--- src/core_isa_pkg.sv ---
package core_isa_pkg;

    localparam int xlen = 32;

    // ********************************************************************
    // Major opcodes
    // ********************************************************************
    typedef enum logic [6:0] {
        op_reg    = 7'b0110011,
        op_imm    = 7'b0010011,
        op_lui    = 7'b0110111,
        op_auipc  = 7'b0010111,
        op_branch = 7'b1100011,
        op_jal    = 7'b1101111,
        op_jalr   = 7'b1100111,
        op_system = 7'b1110011
    } opcode_e;

    localparam logic [2:0] f3_add_sub = 3'b000;    // Register and immediate forms
    localparam logic [2:0] f3_sll     = 3'b001;
    localparam logic [2:0] f3_slt     = 3'b010;
    localparam logic [2:0] f3_sltu    = 3'b011;
    localparam logic [2:0] f3_xor     = 3'b100;
    localparam logic [2:0] f3_srl_sra = 3'b101;
    localparam logic [2:0] f3_or      = 3'b110;

    localparam logic [2:0] f3_beq     = 3'b000;    // Branch conditions
    localparam logic [2:0] f3_bne     = 3'b001;
    localparam logic [2:0] f3_blt     = 3'b100;
    localparam logic [2:0] f3_bge     = 3'b101;
    localparam logic [2:0] f3_bltu    = 3'b110;
    localparam logic [2:0] f3_bgeu    = 3'b111;

    localparam logic [2:0] f3_csrrw   = 3'b001;

    localparam logic [11:0] csr_mtvec  = 12'h305;
    localparam logic [11:0] csr_mepc   = 12'h341;
    localparam logic [11:0] csr_mcause = 12'h342;

    localparam logic [xlen-1:0] cause_ecall_m = 32'd11;    // Environment call from M-mode
    localparam logic [31:0]     inst_ecall    = 32'h0000_0073;
    localparam logic [31:0]     inst_mret     = 32'h3020_0073;

endpackage

--- src/csr_unit.sv ---
`timescale 1ns/1ps

module csr_unit (
    input  logic                          clk,
    input  logic                          reset,
    input  logic [core_isa_pkg::xlen-1:0] pc,
    input  logic [11:0]                   csr_addr,
    input  logic                          csr_we,
    input  logic [core_isa_pkg::xlen-1:0] csr_wdata,
    input  logic                          is_ecall,
    input  logic                          is_mret,
    output logic [core_isa_pkg::xlen-1:0] csr_rdata
);
    import core_isa_pkg::*;

    logic [xlen-1:0] mtvec;
    logic [xlen-1:0] mepc;
    logic [xlen-1:0] mcause;

    always_comb begin
        if (is_mret) begin
            csr_rdata = mepc;    // Return target
        end else begin
            case (csr_addr)
                csr_mtvec:  csr_rdata = mtvec;
                csr_mepc:   csr_rdata = mepc;
                csr_mcause: csr_rdata = mcause;
                default:    csr_rdata = '0;
            endcase
        end
    end

    always_ff @(posedge clk) begin
        if (reset) begin
            mtvec  <= '0;
            mepc   <= '0;
            mcause <= '0;
        end else if (is_ecall) begin
            mepc   <= pc;    // Trap entry saves the ecall address
            mcause <= cause_ecall_m;
        end else if (csr_we) begin
            case (csr_addr)
                csr_mtvec:  mtvec  <= csr_wdata;
                csr_mepc:   mepc   <= csr_wdata;
                csr_mcause: mcause <= csr_wdata;
                default:    mtvec  <= mtvec;
            endcase
        end
    end

endmodule

--- config.mk ---
export PLATFORM = sky130hd
export DESIGN_NAME = csr_unit
export DESIGN_NICKNAME = d
export VERILOG_FILES = /design/src/core_isa_pkg.sv /design/src/csr_unit.sv
export SDC_FILE = /design/constraint.sdc
export NUM_CORES = 1
export LEC_CHECK = 0
export ABC_CLOCK_PERIOD_IN_PS = 3300
export BUFFER_PORTS_ARGS = -buffer_cell sky130_fd_sc_hd__buf_2
export CAP_MARGIN = 20
export CORE_MARGIN = 1
export CORE_UTILIZATION = 50
export CTS_CLUSTER_DIAMETER = 150
export DETAILED_ROUTE_END_ITERATION = 12
export GPL_TIMING_DRIVEN = 0
export PLACE_DENSITY = 0.74
export SKIP_CTS_REPAIR_TIMING = 1
export SYNTH_ARGS = -nofsm -noshare
export SYNTH_HDL_FRONTEND = slang
export SYNTH_SLANG_ARGS = --single-unit
--- constraint.sdc ---
create_clock -name clk -period 3.3 [get_ports clk]
set_input_delay 0.495 -clock clk [delete_from_list [all_inputs] [get_ports clk]]
set_output_delay 0.495 -clock clk [all_outputs]
set_load 0.01 [all_outputs]
==> metrics.csv <==
metric,value,unit
io_pins,113,
synth_cells,506,
timing.critical_path.buf_inv,3,
clk_latency,0.36,ns
fin_crit_sh,89.2,%
yosysWarnings,0,
ys_types,42,
area_growth,20.7,%
maxCapViolCount,0,
yosysMostFrequentCell,nand2_1,
synth_largest_area_cell,dfxtp_1,
rows,33,
slowest_delay,0.56,ns
cp_common_cell,buf_2,
crit_path_end_kind,output port,
switching_power,579,µW
path_cells,buf_2 -> nand4bb_2 -> nor2_2 -> clkbuf_1 -> a22oi_1 -> o21ai_0 -> buf_2,
reg2reg_depth,2,
min_period,2.94,ns
syn-cell-area,4370,µm²
r2r_start,mepc[31],
clkPwrFrac,37.5,%
cp-start-kind,input pin,
drtIter0Drc,409,
synth-edff-count,0,
fmax,0.340,GHz
worstPathArrival,2.45,ns
cts_tree,yes,
final_area,5270,µm²
clkTransAtPathRegs,0.10,ns
grt_max_degree,16,
path_max_fanout,10,
max-vdd-ir-drop,0.000248,V
critical_path_depth,7,
htree_levels,3,
criticalPathCategory,input pin to output port,
power_density,438,nW/µm²
slew_violations,0,
clk_path_buf_depth,2,
r2r_setup_slack,2.49,ns
yosysSeqAreaShare,44.0,%
syn_avg_cell_area,8.63,µm²
grt-ovfl-total,0,
register_area,1920,µm²
setup_violations,0,
whs_path_depth,2,
dp_hpwl,9850,µm
rsz0062_at_grt,no,
grtUsageTotal,32.2,%
cts_root_buf,clkbuf_8,
drive_gt1_share,24.8,%
relSlewSlack,51.9,%
final_hold_viol_count,0,
vias_per_cell,6.24,
tns,0,ns
synth_area_leaders,"dfxtp_1 (44%), nand2_1 (9.4%), a22o_1 (6.6%), a22oi_1 (5.5%), a32o_1 (4.4%)",
seq_power_share,52.0,%
ant_nets,0,
yosysTopAreaCellShare,44.0,%
drc,0,
async_flop_share,0,%
die_h,95.4,µm
tightestPinTransition,0.718,ns
pwr-share-comb,10.4,%
die_area,9110,µm²
cts.sinks,96,
num_vias,4600,
cp_top_family,buffers and inverters,
synth_nets,587,
synth_common_cells,"nand2_1 (109), dfxtp_1 (96), a22o_1 (33)",
nFillCells,792,
p_leak,2.21,nW
hp-class,input pin to flop,
finClkSkew,0,ns
finalNetCount,709,
min_to,mepc[27],
coreArea,8340,µm²
antenna_cells,0,
firstDrtPassIters,5,
status,"complete, no violations",
wirelength,14500,µm
ys_ff_latch,96,
synth_ff_type,dfxtp_1,
place.gp.congestion,0.935,
worstHoldStart,csr_wdata[27],
r2r_end,mepc[31],
initial_core_util,52.3,%
grt_pass1_vias,4177,
crit_required,2.80,ns
p_int,1.73,mW
die_w,95.4,µm
grt_first_pass_wirelength,22000,µm
portBuffers,111,
antenna_found_initial,0,
numCtsBuffers,9,
wl_per_cell,19.7,µm
placed_area,5050,µm²
multiInputGateArea,2190,µm²
slowest_stage,clkbuf_1,
switching_share,25.1,%
[worst max-delay path by stage]
stage                startpoint            end  slack (ns)
floorplan           csr_addr[2]   csr_rdata[1]        1.07
global placement    csr_addr[2]  csr_rdata[17]        0.45
detailed placement  csr_addr[2]  csr_rdata[19]        0.42
CTS                 csr_addr[2]  csr_rdata[19]        0.42
global route        csr_addr[2]  csr_rdata[17]        0.30
finish              csr_addr[2]  csr_rdata[17]        0.36
[power groups by stage]
stage | Sequential, mW | Combinational [mW] | Clock [mW]
floorplan | 1.22 | 0.117 | 0
global placement | 1.23 | 0.228 | 0
detailed placement | 1.23 | 0.234 | 0
CTS | 1.20 | 0.235 | 0.858
global route | 1.20 | 0.258 | 0.901
finish | 1.20 | 0.240 | 0.866
[metal layers]
layer  GRT usage (%)  vias to the layer above  share of wire [%]  wire length [µm]
met1            44.8                     2196                 43              6180
met3            5.58                       17                 10              1450
met4            8.58                        0                1.1               155
met5               0                        -                  0                 0
met2            51.4                      280                 46              6710
li1                -                     2107                  -                 -
[per-stage QoR]
step | utilization, % | cells | power (mW) | worst slack (ns) | hold WS (ns)
after floorplan | - | 506 | 1.34 | 1.07 | 0.432
after global placement | 60.6 | 722 | 1.45 | 0.448 | 0.438
after detailed placement | 60.6 | 722 | 1.46 | 0.423 | 0.443
after CTS | 63.2 | 737 | 2.29 | 0.422 | 0.347
after global routing | 63.2 | 737 | 2.36 | 0.304 | 0.356
final | 63.2 | 737 | 2.31 | 0.358 | 0.346
[cells in the final DEF (no fill, tap or decap), types with 13 or more instances in the layout]
master    instances
buf_2           131
dfxtp_1          96
a21o_1           19
o21ai_1          20
o21ai_0          13
a32o_1           19
a22oi_1          32
nand2_1         109
clkbuf_1         24
a22o_1           33
a21oi_1          32
[state kept, by name (all words and copies together), names as in the netlist]
| name | count |
|---|---|
| mcause | 32 |
| mepc | 32 |
| mtvec | 32 |
[cells by family after synthesis]
kind of cell           after synthesis  share of synthesized area (%)
AOI/OAI and AO/OA                  198                           33.2
buffers and inverters               59                           5.90
DFF                                 96                           44.0
muxes                                4                          0.917
and+or+nand+nor                    149                           15.9
[cell type report]
| class | instances | area share (%) |
|---|---|---|
| multi-input cells | 351 | 41.5 |
| clock inverters | 5 | 1.50 |
| plain buffers | 48 | 4.11 |
| repair buffers | 111 | 10.5 |
| flip-flops and latches | 96 | 36.5 |
| inverters | 11 | 0.784 |
| well taps | 105 | 2.49 |
| clock buffers | 10 | 2.61 |
(Power assumes the default switching activity.)
