===== config.mk =====
export PLATFORM = sky130hd
export DESIGN_NAME = reg_file
export DESIGN_NICKNAME = d
export VERILOG_FILES = /design/src/core_isa_pkg.sv /design/src/core_ctrl_pkg.sv /design/src/reg_file.sv
export SDC_FILE = /design/constraint.sdc
export NUM_CORES = 1
export LEC_CHECK = 0
export BUFFER_PORTS_ARGS = -buffer_cell sky130_fd_sc_hd__buf_2
export CORE_MARGIN = 2
export CORE_UTILIZATION = 40
export DETAILED_ROUTE_END_ITERATION = 8
export PLACE_DENSITY = 0.63
export REMOVE_ABC_BUFFERS = 1
export SKIP_LAST_GASP = 1
export SLEW_MARGIN = 15
export SYNTH_ARGS = -nofsm -noshare
export SYNTH_HDL_FRONTEND = slang
export SYNTH_SLANG_ARGS = --single-unit

===== constraint.sdc =====
create_clock -name clk -period 3.45 [get_ports clk]
set_clock_uncertainty 0.1 [all_clocks]
set_input_delay 0.345 -clock clk [delete_from_list [all_inputs] [get_ports clk]]
set_output_delay 0.345 -clock clk [all_outputs]
set_load 0.005 [all_outputs]

===== src/core_isa_pkg.sv =====
package core_isa_pkg;

    localparam int xlen = 32;

    // ********************************************************************
    // Major opcodes
    // ********************************************************************
    typedef enum logic [6:0] {
        op_reg    = 7'b0110011,
        op_imm    = 7'b0010011,
        op_lui    = 7'b0110111,
        op_auipc  = 7'b0010111,
        op_branch = 7'b1100011,
        op_jal    = 7'b1101111,
        op_jalr   = 7'b1100111,
        op_system = 7'b1110011
    } opcode_e;

    localparam logic [2:0] f3_add_sub = 3'b000;    // Register and immediate forms
    localparam logic [2:0] f3_sll     = 3'b001;
    localparam logic [2:0] f3_slt     = 3'b010;
    localparam logic [2:0] f3_sltu    = 3'b011;
    localparam logic [2:0] f3_xor     = 3'b100;
    localparam logic [2:0] f3_srl_sra = 3'b101;
    localparam logic [2:0] f3_or      = 3'b110;

    localparam logic [2:0] f3_beq     = 3'b000;    // Branch conditions
    localparam logic [2:0] f3_bne     = 3'b001;
    localparam logic [2:0] f3_blt     = 3'b100;
    localparam logic [2:0] f3_bge     = 3'b101;
    localparam logic [2:0] f3_bltu    = 3'b110;
    localparam logic [2:0] f3_bgeu    = 3'b111;

    localparam logic [2:0] f3_csrrw   = 3'b001;

    localparam logic [11:0] csr_mtvec  = 12'h305;
    localparam logic [11:0] csr_mepc   = 12'h341;
    localparam logic [11:0] csr_mcause = 12'h342;

    localparam logic [xlen-1:0] cause_ecall_m = 32'd11;    // Environment call from M-mode
    localparam logic [31:0]     inst_ecall    = 32'h0000_0073;
    localparam logic [31:0]     inst_mret     = 32'h3020_0073;

endpackage


===== src/core_ctrl_pkg.sv =====
package core_ctrl_pkg;

    // ********************************************************************
    // ALU operations
    // ********************************************************************
    typedef enum logic [3:0] {
        alu_add,
        alu_sub,
        alu_sll,
        alu_slt,
        alu_sltu,
        alu_xor,
        alu_srl,
        alu_sra,
        alu_or,
        alu_and,
        alu_copy_b    // Passes operand b through, used by lui
    } alu_op_e;

    typedef enum logic {
        wb_alu,
        wb_csr        // Old CSR value for csrrw
    } wb_src_e;

endpackage


===== src/reg_file.sv =====
`timescale 1ns/1ps

module reg_file (
    input  logic                          clk,
    input  logic                          reset,
    input  logic [4:0]                    rs1_addr,
    input  logic [4:0]                    rs2_addr,
    input  logic                          rd_we,
    input  logic [4:0]                    rd_addr,
    input  core_ctrl_pkg::wb_src_e        wb_src,
    input  logic [core_isa_pkg::xlen-1:0] alu_result,
    input  logic [core_isa_pkg::xlen-1:0] csr_rdata,
    output logic [core_isa_pkg::xlen-1:0] rs1_data,
    output logic [core_isa_pkg::xlen-1:0] rs2_data
);
    import core_isa_pkg::*;
    import core_ctrl_pkg::*;

    logic [xlen-1:0] regs [32];
    logic [xlen-1:0] rd_wdata;

    assign rd_wdata = (wb_src == wb_csr) ? csr_rdata : alu_result;

    always_ff @(posedge clk) begin
        if (!reset && rd_we && rd_addr != 5'd0) begin
            regs[rd_addr] <= rd_wdata;
        end
    end

    assign rs1_data = (rs1_addr == 5'd0) ? '0 : regs[rs1_addr];    // x0 reads as zero
    assign rs2_data = (rs2_addr == 5'd0) ? '0 : regs[rs2_addr];

endmodule


==> tab_implementation.tex <==
\begin{tabular}{lr}
\hline
Metric & Value \\
\hline
\multicolumn{2}{l}{\textbf{Outcome}} \\
Outcome & complete, no violations \\
\multicolumn{2}{l}{\textbf{CTS}} \\
Root Driver & sky130\_fd\_sc\_hd\_\_clkbuf\_16 \\
Number of clock buffers inserted by TritonCTS & 104 \\
Clk slew on worst S/H paths & 0.06 ns \\
TritonCTS clock tree & built \\
Buffers inserted by post-CTS timing repair & 0 \\
Number of sinks handled by clock tree synthesis & 1,024 \\
H-Tree Level Count & 3 \\
Maximum buffer depth of the clock tree & 3 \\
Cts hold-fix bufs & 0 \\
Number of cells upsized or downsized after cts & 0 \\
\multicolumn{2}{l}{\textbf{Drt}} \\
Initial drt markers & 3,685 \\
Overall via count from detail\_route & 28,600 \\
DRC errors left & 0 \\
1st-pass router iterations & 5 \\
Number of routed nets with antenna violations & 0 \\
Final WL & 151 mm \\
Vias per cell & 6.63 \\
Final routed wire length divided by cell count & 35.0 µm \\
\multicolumn{2}{l}{\textbf{Worst setup path}} \\
Critical path destination & rs2\_data[10] \\
Arrival time at the worst endpoint & 2.76 ns \\
Crit. Startpoint & rs2\_addr[3] \\
Capturing element type of the critical path & primary output \\
Crit path launch type & input port \\
Worst path required time & 3.00 ns \\
Class of the most critical setup path & input port to primary output \\
Largest fanout on the critical path & 19 \\
\multicolumn{2}{l}{\textbf{Power}} \\
Fraction of power consumed by sequential logic & 51.3\% \\
Net load switching power & 0.00634 W \\
Combinational group share of total power & 9.2\% \\
Internal power of the cells & 0.0209 W \\
Power Density & 498 nW/µm² \\
Clk network pwr share & 39.5\% \\
Total power consumption of the routed design & 0.0272 W \\
Maximum vdd drop & 0.368 mV \\
Leak pwr & 17.8 nW \\
Switching Fraction & 23.3\% \\
\multicolumn{2}{l}{\textbf{Floorplan}} \\
Horizontal extent of the die & 349 µm \\
Effective utilization at floorplan & 40.3\% \\
Die outline area & 122,000 µm² \\
Standard cell core area & 118,000 µm² \\
Height of the chip & 349 µm \\
Count of pins on the block boundary & 147 \\
Row count & 126 \\
\multicolumn{2}{l}{\textbf{Yosys}} \\
Synth warnings & 0 \\
Top post-synthesis cells by count & 1,024 x sky130\_fd\_sc\_hd\_\_edfxtp\_1, 425 x sky130\_fd\_sc\_hd\_\_mux4\_2, 183 x sky130\_fd\_sc\_hd\_\_mux2i\_1 \\
Leading post-synthesis cells by cell area & sky130\_fd\_sc\_hd\_\_edfxtp\_1 65\%, sky130\_fd\_sc\_hd\_\_mux4\_2 20\%, sky130\_fd\_sc\_hd\_\_mux2i\_1 3.9\%, sky130\_fd\_sc\_hd\_\_mux2\_2 1.3\%, sky130\_fd\_sc\_hd\_\_a22o\_1 1.1\% \\
Syn\_area\_per\_cell & 19.5 µm² \\
Sequential area share after synthesis & 64.7\% \\
Top flip-flop cell by instance count after synthesis & sky130\_fd\_sc\_hd\_\_edfxtp\_1 \\
Fraction of registers with async set or reset after synthesis & 0\% \\
Cell accounting for the most synthesized area & sky130\_fd\_sc\_hd\_\_edfxtp\_1 \\
Cells after Synth & 2,440 \\
Number of storage elements in the synthesis netlist & 1,024 \\
Area share of the largest cell type after synthesis & 64.7\% \\
Cell area after synthesis & 47,600 µm² \\
Count leader, synth & sky130\_fd\_sc\_hd\_\_edfxtp\_1 \\
Distinct cell type count of the synthesized netlist & 40 \\
EDFF count, synth & 1,024 \\
\multicolumn{2}{l}{\textbf{Placement}} \\
Setup slack at placement & 0.239 ns \\
Input/output buffers & 146 \\
Routability cong. & 0.808 \\
Post-DP HPWL & 88.5 mm \\
\multicolumn{2}{l}{\textbf{STA}} \\
Achievable clock frequency & 0.312 GHz \\
Fin. max-slew vios & 0 \\
Finish-stage setup viols & 0 \\
Post-route worst setup slack & 0.245 ns \\
Tcrit/Tclk final & 92.9\% \\
Period minus WS final & 3.20 ns \\
Unrepaired setup endpoints after global routing & false \\
Final-layout setup total negative slack & 0 ns \\
Least-Margin Pin Slew & 1.14 ns \\
Worst slew margin relative to its limit & 23.5\% \\
Final hold violation count & 0 \\
\multicolumn{2}{l}{\textbf{Global route}} \\
Global-route wire length before repair & 214 mm \\
Maximum number of pins on one net before global-route repair & 58 \\
Initial antenna violation count & 3 \\
Global route total overflow & 0 \\
Via count of the first global-routing pass & 29,200 \\
Overall routing resource usage & 24.7\% \\
\multicolumn{2}{l}{\textbf{Min path}} \\
Launch instance of the worst min-delay path & rd\_addr[0] \\
Min-Delay Path Class & input port to flop \\
Hold path cells & 3 \\
\multicolumn{2}{l}{\textbf{Finish}} \\
Signed area change from the synthesized netlist to the final layout & 15.0\% \\
Share of final-layout standard cells stronger than drive strength 1 & 36.8\% \\
Fill cell instance count of the final layout & 9,767 \\
Nets & 2,775 \\
Register area & 30,700 µm² \\
Number of flip-flops under the largest register name & 1,024 \\
Registers with the most flip-flops & regs (1024) \\
Register name with the most flops & regs \\
Area of the multi-input gates & 16,000 µm² \\
Antenna diode count & 0 \\
Utilization after layout & 46.4\% \\
\multicolumn{2}{l}{\textbf{Run}} \\
Max cap viols & 0 \\
\hline
\end{tabular}
==> critical path, stage by stage <==
cell and delay (ns):
sky130_fd_sc_hd__buf_2 0.38, sky130_fd_sc_hd__and2_4 0.56, sky130_fd_sc_hd__buf_12 0.30, sky130_fd_sc_hd__a22o_1 0.22, sky130_fd_sc_hd__a211oi_1 0.05, sky130_fd_sc_hd__buf_4 0.14
sky130_fd_sc_hd__nor3_1 0.48, sky130_fd_sc_hd__buf_2 0.22
==> layout make-up <==
type	count	area share, %
flip-flops and latches	1024	56.2
clock inverters	61	0.835
multi-input cells	1217	29.3
inverters	25	0.176
well taps	1536	3.51
repair buffers	320	4.86
clock buffers	131	5.02
==> per-stage QoR <==
step,area [µm²],hold slack (ns),std cells
5_1_grt,54700,0.206,4314
6_report,54700,0.188,4314
3_3_place_gp,51500,0.881,4122
2_1_floorplan,46600,0.769,2266
3_5_place_dp,51500,0.885,4122
4_1_cts,54700,0.146,4314
==> metal layers <==
layer | routed length (µm) | track usage (%) | part of all wire, % | up-vias
li1 | - | - | - | 11100
met1 | 58400 | 33.4 | 39 | 15300
met2 | 72500 | 39.9 | 48 | 1871
met3 | 14700 | 4.51 | 9.7 | 365
met4 | 5570 | 9.05 | 3.7 | 0
met5 | 0 | 0 | 0 | -
==> power groups by stage <==
stage	Clock (W)	Sequential [W]	Combinational [W]
6_report	0.0108	0.0140	0.00250
5_1_grt	0.0113	0.0140	0.00264
4_1_cts	0.0109	0.0140	0.00250
3_5_place_dp	0	0.0142	0.00250
3_3_place_gp	0	0.0142	0.00245
2_1_floorplan	0	0.0142	0.00124
==> how the worst min path moves through the flow <==
stage              endpoint  slack, ns
6_report       regs[16][20]       0.19
5_1_grt        regs[16][20]       0.21
4_1_cts        regs[16][20]       0.15
3_5_place_dp   regs[16][13]       0.88
3_3_place_gp   regs[16][20]       0.88
2_1_floorplan    regs[0][0]       0.77
==> placed cells by master (no fill, tap or decap), types with 33 or more instances in the layout <==
master                      instances
sky130_fd_sc_hd__a211oi_1          47
sky130_fd_sc_hd__a21oi_1           46
sky130_fd_sc_hd__a22o_1            62
sky130_fd_sc_hd__buf_12            46
sky130_fd_sc_hd__buf_2            139
sky130_fd_sc_hd__buf_4            130
sky130_fd_sc_hd__clkbuf_16        106
sky130_fd_sc_hd__edfxtp_1        1024
sky130_fd_sc_hd__mux2_2            56
sky130_fd_sc_hd__mux2i_1          183
sky130_fd_sc_hd__mux4_2           425
sky130_fd_sc_hd__nand2_1           67
sky130_fd_sc_hd__nor2_4            33
sky130_fd_sc_hd__o22ai_1           55
==> cells by family (layout without fill, tap and decap cells) <==
family | Yosys count | in the layout | share of synthesized area, %
AND/OR/NAND/NOR | 190 | 190 | 1.91
buffers and inverters | 230 | 537 | 2.44
AO/OA/AOI/OAI | 331 | 331 | 5.67
multiplexers | 664 | 664 | 25.3
other | 1 | 32 | 0.00789
flip-flops | 1024 | 1024 | 64.7
No activity file was read; power rests on OpenSTA's default activity.
