`config.mk`:
```
export PLATFORM = sky130hd
export DESIGN_NAME = decoder_flat
export DESIGN_NICKNAME = d
export VERILOG_FILES = /design/src/core_isa_pkg.sv /design/src/core_ctrl_pkg.sv /design/src/core_ex_if.sv /design/src/decoder.sv /design/src/flat_wrapper.sv
export SDC_FILE = /design/constraint.sdc
export NUM_CORES = 1
export LEC_CHECK = 0
export ABC_CLOCK_PERIOD_IN_PS = 2240
export BUFFER_PORTS_ARGS = -buffer_cell sky130_fd_sc_hd__clkbuf_2
export CORE_AREA = 2 2 128 130
export DETAILED_ROUTE_END_ITERATION = 6
export DIE_AREA = 0 0 130 132
export GPL_TIMING_DRIVEN = 0
export PLACE_DENSITY_LB_ADDON = 0.12
export RECOVER_POWER = 25
export SLEW_MARGIN = 20
export SYNTH_ARGS = -nofsm -noshare
export SYNTH_HDL_FRONTEND = slang
export SYNTH_SLANG_ARGS = --single-unit
export TNS_END_PERCENT = 1
```
`constraint.sdc`:
```
create_clock -name vclk -period 2.24
set_input_delay 0.448 -clock vclk [all_inputs]
set_output_delay 0.448 -clock vclk [all_outputs]
set_load 0.01 [all_outputs]
```
`src/core_isa_pkg.sv`:
```
package core_isa_pkg;

    localparam int xlen = 32;

    // ********************************************************************
    // Major opcodes
    // ********************************************************************
    typedef enum logic [6:0] {
        op_reg    = 7'b0110011,
        op_imm    = 7'b0010011,
        op_lui    = 7'b0110111,
        op_auipc  = 7'b0010111,
        op_branch = 7'b1100011,
        op_jal    = 7'b1101111,
        op_jalr   = 7'b1100111,
        op_system = 7'b1110011
    } opcode_e;

    localparam logic [2:0] f3_add_sub = 3'b000;    // Register and immediate forms
    localparam logic [2:0] f3_sll     = 3'b001;
    localparam logic [2:0] f3_slt     = 3'b010;
    localparam logic [2:0] f3_sltu    = 3'b011;
    localparam logic [2:0] f3_xor     = 3'b100;
    localparam logic [2:0] f3_srl_sra = 3'b101;
    localparam logic [2:0] f3_or      = 3'b110;

    localparam logic [2:0] f3_beq     = 3'b000;    // Branch conditions
    localparam logic [2:0] f3_bne     = 3'b001;
    localparam logic [2:0] f3_blt     = 3'b100;
    localparam logic [2:0] f3_bge     = 3'b101;
    localparam logic [2:0] f3_bltu    = 3'b110;
    localparam logic [2:0] f3_bgeu    = 3'b111;

    localparam logic [2:0] f3_csrrw   = 3'b001;

    localparam logic [11:0] csr_mtvec  = 12'h305;
    localparam logic [11:0] csr_mepc   = 12'h341;
    localparam logic [11:0] csr_mcause = 12'h342;

    localparam logic [xlen-1:0] cause_ecall_m = 32'd11;    // Environment call from M-mode
    localparam logic [31:0]     inst_ecall    = 32'h0000_0073;
    localparam logic [31:0]     inst_mret     = 32'h3020_0073;

endpackage

```
`src/core_ctrl_pkg.sv`:
```
package core_ctrl_pkg;

    // ********************************************************************
    // ALU operations
    // ********************************************************************
    typedef enum logic [3:0] {
        alu_add,
        alu_sub,
        alu_sll,
        alu_slt,
        alu_sltu,
        alu_xor,
        alu_srl,
        alu_sra,
        alu_or,
        alu_and,
        alu_copy_b    // Passes operand b through, used by lui
    } alu_op_e;

    typedef enum logic {
        wb_alu,
        wb_csr        // Old CSR value for csrrw
    } wb_src_e;

endpackage

```
`src/core_ex_if.sv`:
```
`timescale 1ns/1ps

interface core_ex_if;
    import core_isa_pkg::*;
    import core_ctrl_pkg::*;

    logic [xlen-1:0] inst;
    logic [xlen-1:0] alu_src1;
    logic [xlen-1:0] alu_src2;
    alu_op_e         alu_ctrl;
    logic [xlen-1:0] imm_i;            // Branch or jump offset
    logic [xlen-1:0] pc_adder_src2;    // pc, or rs1 for jalr

    modport dec (
        output inst, alu_src1, alu_src2, alu_ctrl, imm_i, pc_adder_src2
    );

    modport exe (
        input inst, alu_src1, alu_src2, alu_ctrl, imm_i, pc_adder_src2
    );

endinterface

```
`src/decoder.sv`:
```
`timescale 1ns/1ps

module decoder (
    input  logic                          run,
    input  logic [core_isa_pkg::xlen-1:0] pc,
    input  logic [core_isa_pkg::xlen-1:0] inst,
    input  logic [core_isa_pkg::xlen-1:0] rs1_data,
    input  logic [core_isa_pkg::xlen-1:0] rs2_data,
    output logic [4:0]                    rs1_addr,
    output logic [4:0]                    rs2_addr,
    output logic                          rd_we,
    output logic [4:0]                    rd_addr,
    output core_ctrl_pkg::wb_src_e        wb_src,
    output logic [11:0]                   csr_addr,
    output logic                          csr_we,
    output logic                          is_ecall,
    output logic                          is_mret,
    core_ex_if.dec                        ex_if
);
    import core_isa_pkg::*;
    import core_ctrl_pkg::*;

    opcode_e         opcode;
    logic [2:0]      funct3;
    logic [xlen-1:0] imm_i_type;
    logic [xlen-1:0] imm_u;
    logic [xlen-1:0] imm_b;
    logic [xlen-1:0] imm_j;
    logic            ecall_hit;
    logic            rd_write;
    logic            csr_write;
    alu_op_e         alu_fn;

    assign opcode   = opcode_e'(inst[6:0]);
    assign funct3   = inst[14:12];
    assign rs1_addr = inst[19:15];
    assign rs2_addr = inst[24:20];
    assign rd_addr  = inst[11:7];

    assign imm_i_type = {{20{inst[31]}}, inst[31:20]};
    assign imm_u      = {inst[31:12], 12'b0};
    assign imm_b      = {{20{inst[31]}}, inst[7], inst[30:25], inst[11:8], 1'b0};
    assign imm_j      = {{12{inst[31]}}, inst[19:12], inst[20], inst[30:21], 1'b0};

    assign ecall_hit = (inst == inst_ecall);
    assign is_mret   = (inst == inst_mret);
    assign ex_if.inst = inst;

    // ********************************************************************
    // ALU function for register and immediate forms
    // ********************************************************************
    always_comb begin
        case (funct3)
            f3_add_sub: alu_fn = (opcode == op_reg && inst[30]) ? alu_sub : alu_add;
            f3_sll:     alu_fn = alu_sll;
            f3_slt:     alu_fn = alu_slt;
            f3_sltu:    alu_fn = alu_sltu;
            f3_xor:     alu_fn = alu_xor;
            f3_srl_sra: alu_fn = inst[30] ? alu_sra : alu_srl;    // srai shares bit 30
            f3_or:      alu_fn = alu_or;
            default:    alu_fn = alu_and;
        endcase
    end

    always_comb begin
        ex_if.alu_src1      = rs1_data;
        ex_if.alu_src2      = rs2_data;
        ex_if.alu_ctrl      = alu_add;
        ex_if.imm_i         = imm_i_type;
        ex_if.pc_adder_src2 = pc;
        rd_write            = 1'b0;
        csr_write           = 1'b0;
        wb_src              = wb_alu;
        csr_addr            = inst[31:20];
        case (opcode)
            op_reg: begin
                ex_if.alu_ctrl = alu_fn;
                rd_write       = 1'b1;
            end
            op_imm: begin
                ex_if.alu_src2 = imm_i_type;
                ex_if.alu_ctrl = alu_fn;
                rd_write       = 1'b1;
            end
            op_lui: begin
                ex_if.alu_src2 = imm_u;
                ex_if.alu_ctrl = alu_copy_b;
                rd_write       = 1'b1;
            end
            op_auipc: begin
                ex_if.alu_src1 = pc;
                ex_if.alu_src2 = imm_u;
                rd_write       = 1'b1;
            end
            op_jal: begin
                ex_if.alu_src1 = pc;    // Link value is pc + 4
                ex_if.alu_src2 = 32'd4;
                ex_if.imm_i    = imm_j;
                rd_write       = 1'b1;
            end
            op_jalr: begin
                ex_if.alu_src1      = pc;
                ex_if.alu_src2      = 32'd4;
                ex_if.pc_adder_src2 = rs1_data;
                rd_write            = 1'b1;
            end
            op_branch: begin
                ex_if.imm_i = imm_b;
                case (funct3)
                    f3_beq, f3_bne: ex_if.alu_ctrl = alu_sub;
                    f3_blt, f3_bge: ex_if.alu_ctrl = alu_slt;
                    default:        ex_if.alu_ctrl = alu_sltu;
                endcase
            end
            op_system: begin
                if (ecall_hit) begin
                    csr_addr = csr_mtvec;    // Trap target read for the next pc
                end else if (is_mret) begin
                    csr_addr = csr_mepc;
                end else if (funct3 == f3_csrrw) begin
                    rd_write  = 1'b1;
                    csr_write = 1'b1;
                    wb_src    = wb_csr;
                end
            end
            default: begin
                rd_write = 1'b0;    // Unsupported opcodes fall through as a no-op
            end
        endcase
    end

    assign rd_we    = run && rd_write && (rd_addr != 5'd0);
    assign csr_we   = run && csr_write;
    assign is_ecall = run && ecall_hit;

endmodule

```
`src/flat_wrapper.sv`:
```
// flat-port wrapper written by rule: the top's interface ports become plain ports
module decoder_flat import core_isa_pkg::*; import core_ctrl_pkg::*;
  (run, pc, inst, rs1_data, rs2_data, rs1_addr, rs2_addr, rd_we, rd_addr, wb_src, csr_addr, csr_we, is_ecall, is_mret, ex_if_inst, ex_if_alu_src1, ex_if_alu_src2, ex_if_alu_ctrl, ex_if_imm_i, ex_if_pc_adder_src2);
  core_ex_if ex_if_i ();
  input  logic run;
  input  logic [core_isa_pkg::xlen-1:0] pc;
  input  logic [core_isa_pkg::xlen-1:0] inst;
  input  logic [core_isa_pkg::xlen-1:0] rs1_data;
  input  logic [core_isa_pkg::xlen-1:0] rs2_data;
  output logic [4:0] rs1_addr;
  output logic [4:0] rs2_addr;
  output logic rd_we;
  output logic [4:0] rd_addr;
  output core_ctrl_pkg::wb_src_e wb_src;
  output logic [11:0] csr_addr;
  output logic csr_we;
  output logic is_ecall;
  output logic is_mret;
  output wire logic [$bits(ex_if_i.inst)-1:0] ex_if_inst;
  output wire logic [$bits(ex_if_i.alu_src1)-1:0] ex_if_alu_src1;
  output wire logic [$bits(ex_if_i.alu_src2)-1:0] ex_if_alu_src2;
  output wire logic [$bits(ex_if_i.alu_ctrl)-1:0] ex_if_alu_ctrl;
  output wire logic [$bits(ex_if_i.imm_i)-1:0] ex_if_imm_i;
  output wire logic [$bits(ex_if_i.pc_adder_src2)-1:0] ex_if_pc_adder_src2;
  assign ex_if_inst = ex_if_i.inst;
  assign ex_if_alu_src1 = ex_if_i.alu_src1;
  assign ex_if_alu_src2 = ex_if_i.alu_src2;
  assign ex_if_alu_ctrl = ex_if_i.alu_ctrl;
  assign ex_if_imm_i = ex_if_i.imm_i;
  assign ex_if_pc_adder_src2 = ex_if_i.pc_adder_src2;
  decoder u_core (.run(run), .pc(pc), .inst(inst), .rs1_data(rs1_data), .rs2_data(rs2_data), .rs1_addr(rs1_addr), .rs2_addr(rs2_addr), .rd_we(rd_we), .rd_addr(rd_addr), .wb_src(wb_src), .csr_addr(csr_addr), .csr_we(csr_we), .is_ecall(is_ecall), .is_mret(is_mret), .ex_if(ex_if_i));
endmodule
```
==> impl_metrics.ini <==
[outcome]
status = finished, violations left
violations = setup timing

[floorplanning]
dieWidth_um = 130
dieArea_sq_um = 17200
start_util_pct = 14.1
rows = 46
ioPinCount = 325
core_area_sq_um = 15700
fp.dieH_um = 132

[worst_setup_path]
cp_slowest_cell = mux2_1
crit_fanout = 10
crit_required_ns = 1.79
startpoint_type = input port
slowest_delay_ns = 0.34
critPathKind = input port to output port
path_depth = 8
path_cells = clkbuf_16, nand3b_1, buf_6, nor2_4, a21o_4, buf_8, mux2_1, clkbuf_2
end_kind = output port
worst-endpoint-arrival_ns = 1.91
crit_family = buffers and inverters
crit_buf_inv = 4

[grt]
grt_antenna_before_repair = 0
grt_max_degree = 19
grt_pass1_vias = 3332
grt_overflow = 0
track_usage_pct = 13.3
grt_pass1_wl_um = 18300

[detailed_routing]
drc_errors = 0
wl_per_cell_um = 15.7
initialDrtViolationCount = 72
wirelength_um = 13000
dr.pass1.iters = 4
ant_nets = 0
route.vias.total = 3420
vias_per_cell = 4.11

[final_layout]
multi_input_area_sq_um = 1840
clock_buffers = 0
fill_cells = 1749
finalInstanceArea_sq_um = 4650
mostFrequentLayoutCell = clkbuf_2
area_growth_syn_to_layout_pct = 110
seq_area_sq_um = 0
seq_cells = 0
mostFrequentLayoutCells = clkbuf_2 (293), buf_4 (73), mux2_4 (40)
num_antenna_cells = 0
layout-drive-gt1-share_pct = 75.2
nets = 747

[power_and_ir_drop]
p_total_mw = 0.798
netSwitchingPower_mw = 0.382
powerDensity_nw_per_um2 = 172
swShare_pct = 47.8
internal_power_mw = 0.417
p_leak_nw = 2.61
ir_drop_mv = 0.0738
seq_power_share_pct = 0
pwr-share-clk_pct = 0
combinationalPowerShare_pct = 100.0

[logic_synthesis]
postSynthAreaPerCell_sq_um = 7.91
ys_warn_count = 0
synth_sequential_area_ratio_pct = 0
synthCells = 280
synthTopCellsByArea = mux2_1 (33%), buf_4 (24%), a221o_1 (9.0%)
synth.distinct_cells = 41
synth_nets = 409
synth_area_sq_um = 2220
synth_top_area_share_pct = 32.5
synth_top_area_cell = mux2_1

[timing]
finalCritPeriodShare_pct = 105
slew-limit-headroom_pct = 67.2
timing.fmax_mhz = 425
worst_pin_slew_ns = 0.491
slew_viol_final = 0
setup_violations = 55
setup_ws_ns = -0.115
rsz0062_at_grt = yes
hold_viol_final = 0
period_minus_slack_ns = 2.36

[worst_hold_path]
min_path_cells = 2
holdCritPathClass = input port to output port

[job]
max-cap-violations = 0

[placed_design]
gp_congestion = 0.741
numPortBuffers = 323
placed_area_sq_um = 4100
dpl.hpwl_um = 11000

[clocking]
cts_hold_buf = 0
[final cells by class]
class                           instances  area share, %
Buffer                                 91           15.4
Tap cell                              216           5.82
Timing Repair Buffer                  336           38.6
Inverter                                6          0.485
Multi-Input combinational cell        183           39.7
[cells by family (layout without fill, tap and decap cells)]
family | count (synthesis) | in the layout | synth area share (%)
compound gates | 62 | 62 | 24.0
buf+inv | 97 | 433 | 28.7
mux | 65 | 65 | 33.0
simple gates | 56 | 56 | 14.3
[power groups by stage]
stage	clock (mW)	combinational [mW]	sequential [mW]
final	0	0.798	0
after global routing	0	0.861	0
after CTS	0	0.798	0
after detailed placement	0	0.733	0
after global placement	0	0.731	0
after floorplan	0	0.347	0
[routing by layer]
layer	vias up	wire length [um]	share of wire, %	GRT usage (%)
li1	1668	-	-	-
met1	1555	4920	38	14.2
met2	191	7090	54	28.0
met3	6	933	7.2	1.75
met4	0	75	0.58	0.657
met5	-	0	0	0
[metrics by stage]
| stage | hold slack (ns) | instances | util (%) | setup TNS, ns | setup slack (ns) |
|---|---|---|---|---|---|
| after floorplan | 0.988 | 280 | - | 0 | 0.0939 |
| after global routing | 1.11 | 832 | 29.6 | -11.44 | -0.199 |
| final | 1.10 | 832 | 29.6 | -4.06 | -0.115 |
| after detailed placement | 1.08 | 819 | 26.1 | -58.67 | -0.693 |
| after CTS | 1.09 | 831 | 29.1 | -8.89 | -0.181 |
| after global placement | 1.09 | 819 | 26.1 | -57.67 | -0.672 |
[cell usage after synthesis, drive strengths merged (2+ instances only)]
cell	n
buf	76
mux2	64
a221o	20
nand2	16
clkbuf	15
nor2	13
a22o	10
a31o	9
nor3	7
a21o	6
inv	6
o21ai	5
and2	3
nor4	3
a31oi	2
a32oi	2
and3	2
and4b	2
nand2b	2
nand3	2
[what timing repair did]
action / 4_1_cts / 5_1_grt
endpoints found under the setup margin: 123 / 119
gates cloned: 1 / 0
gates resized for setup: 90 / 35
pin swaps: 14 / 10
setup buffers: 11 / 1
[worst paths after layout]
| kind | from | endpoint | slack [ns] |
|---|---|---|---|
| worst min-delay path | inst[12] | ex_if_inst[12] | 1.10 |
| worst max-delay path | inst[4] | ex_if_alu_src1[13] | -0.12 |
(Power assumes the default switching activity.)
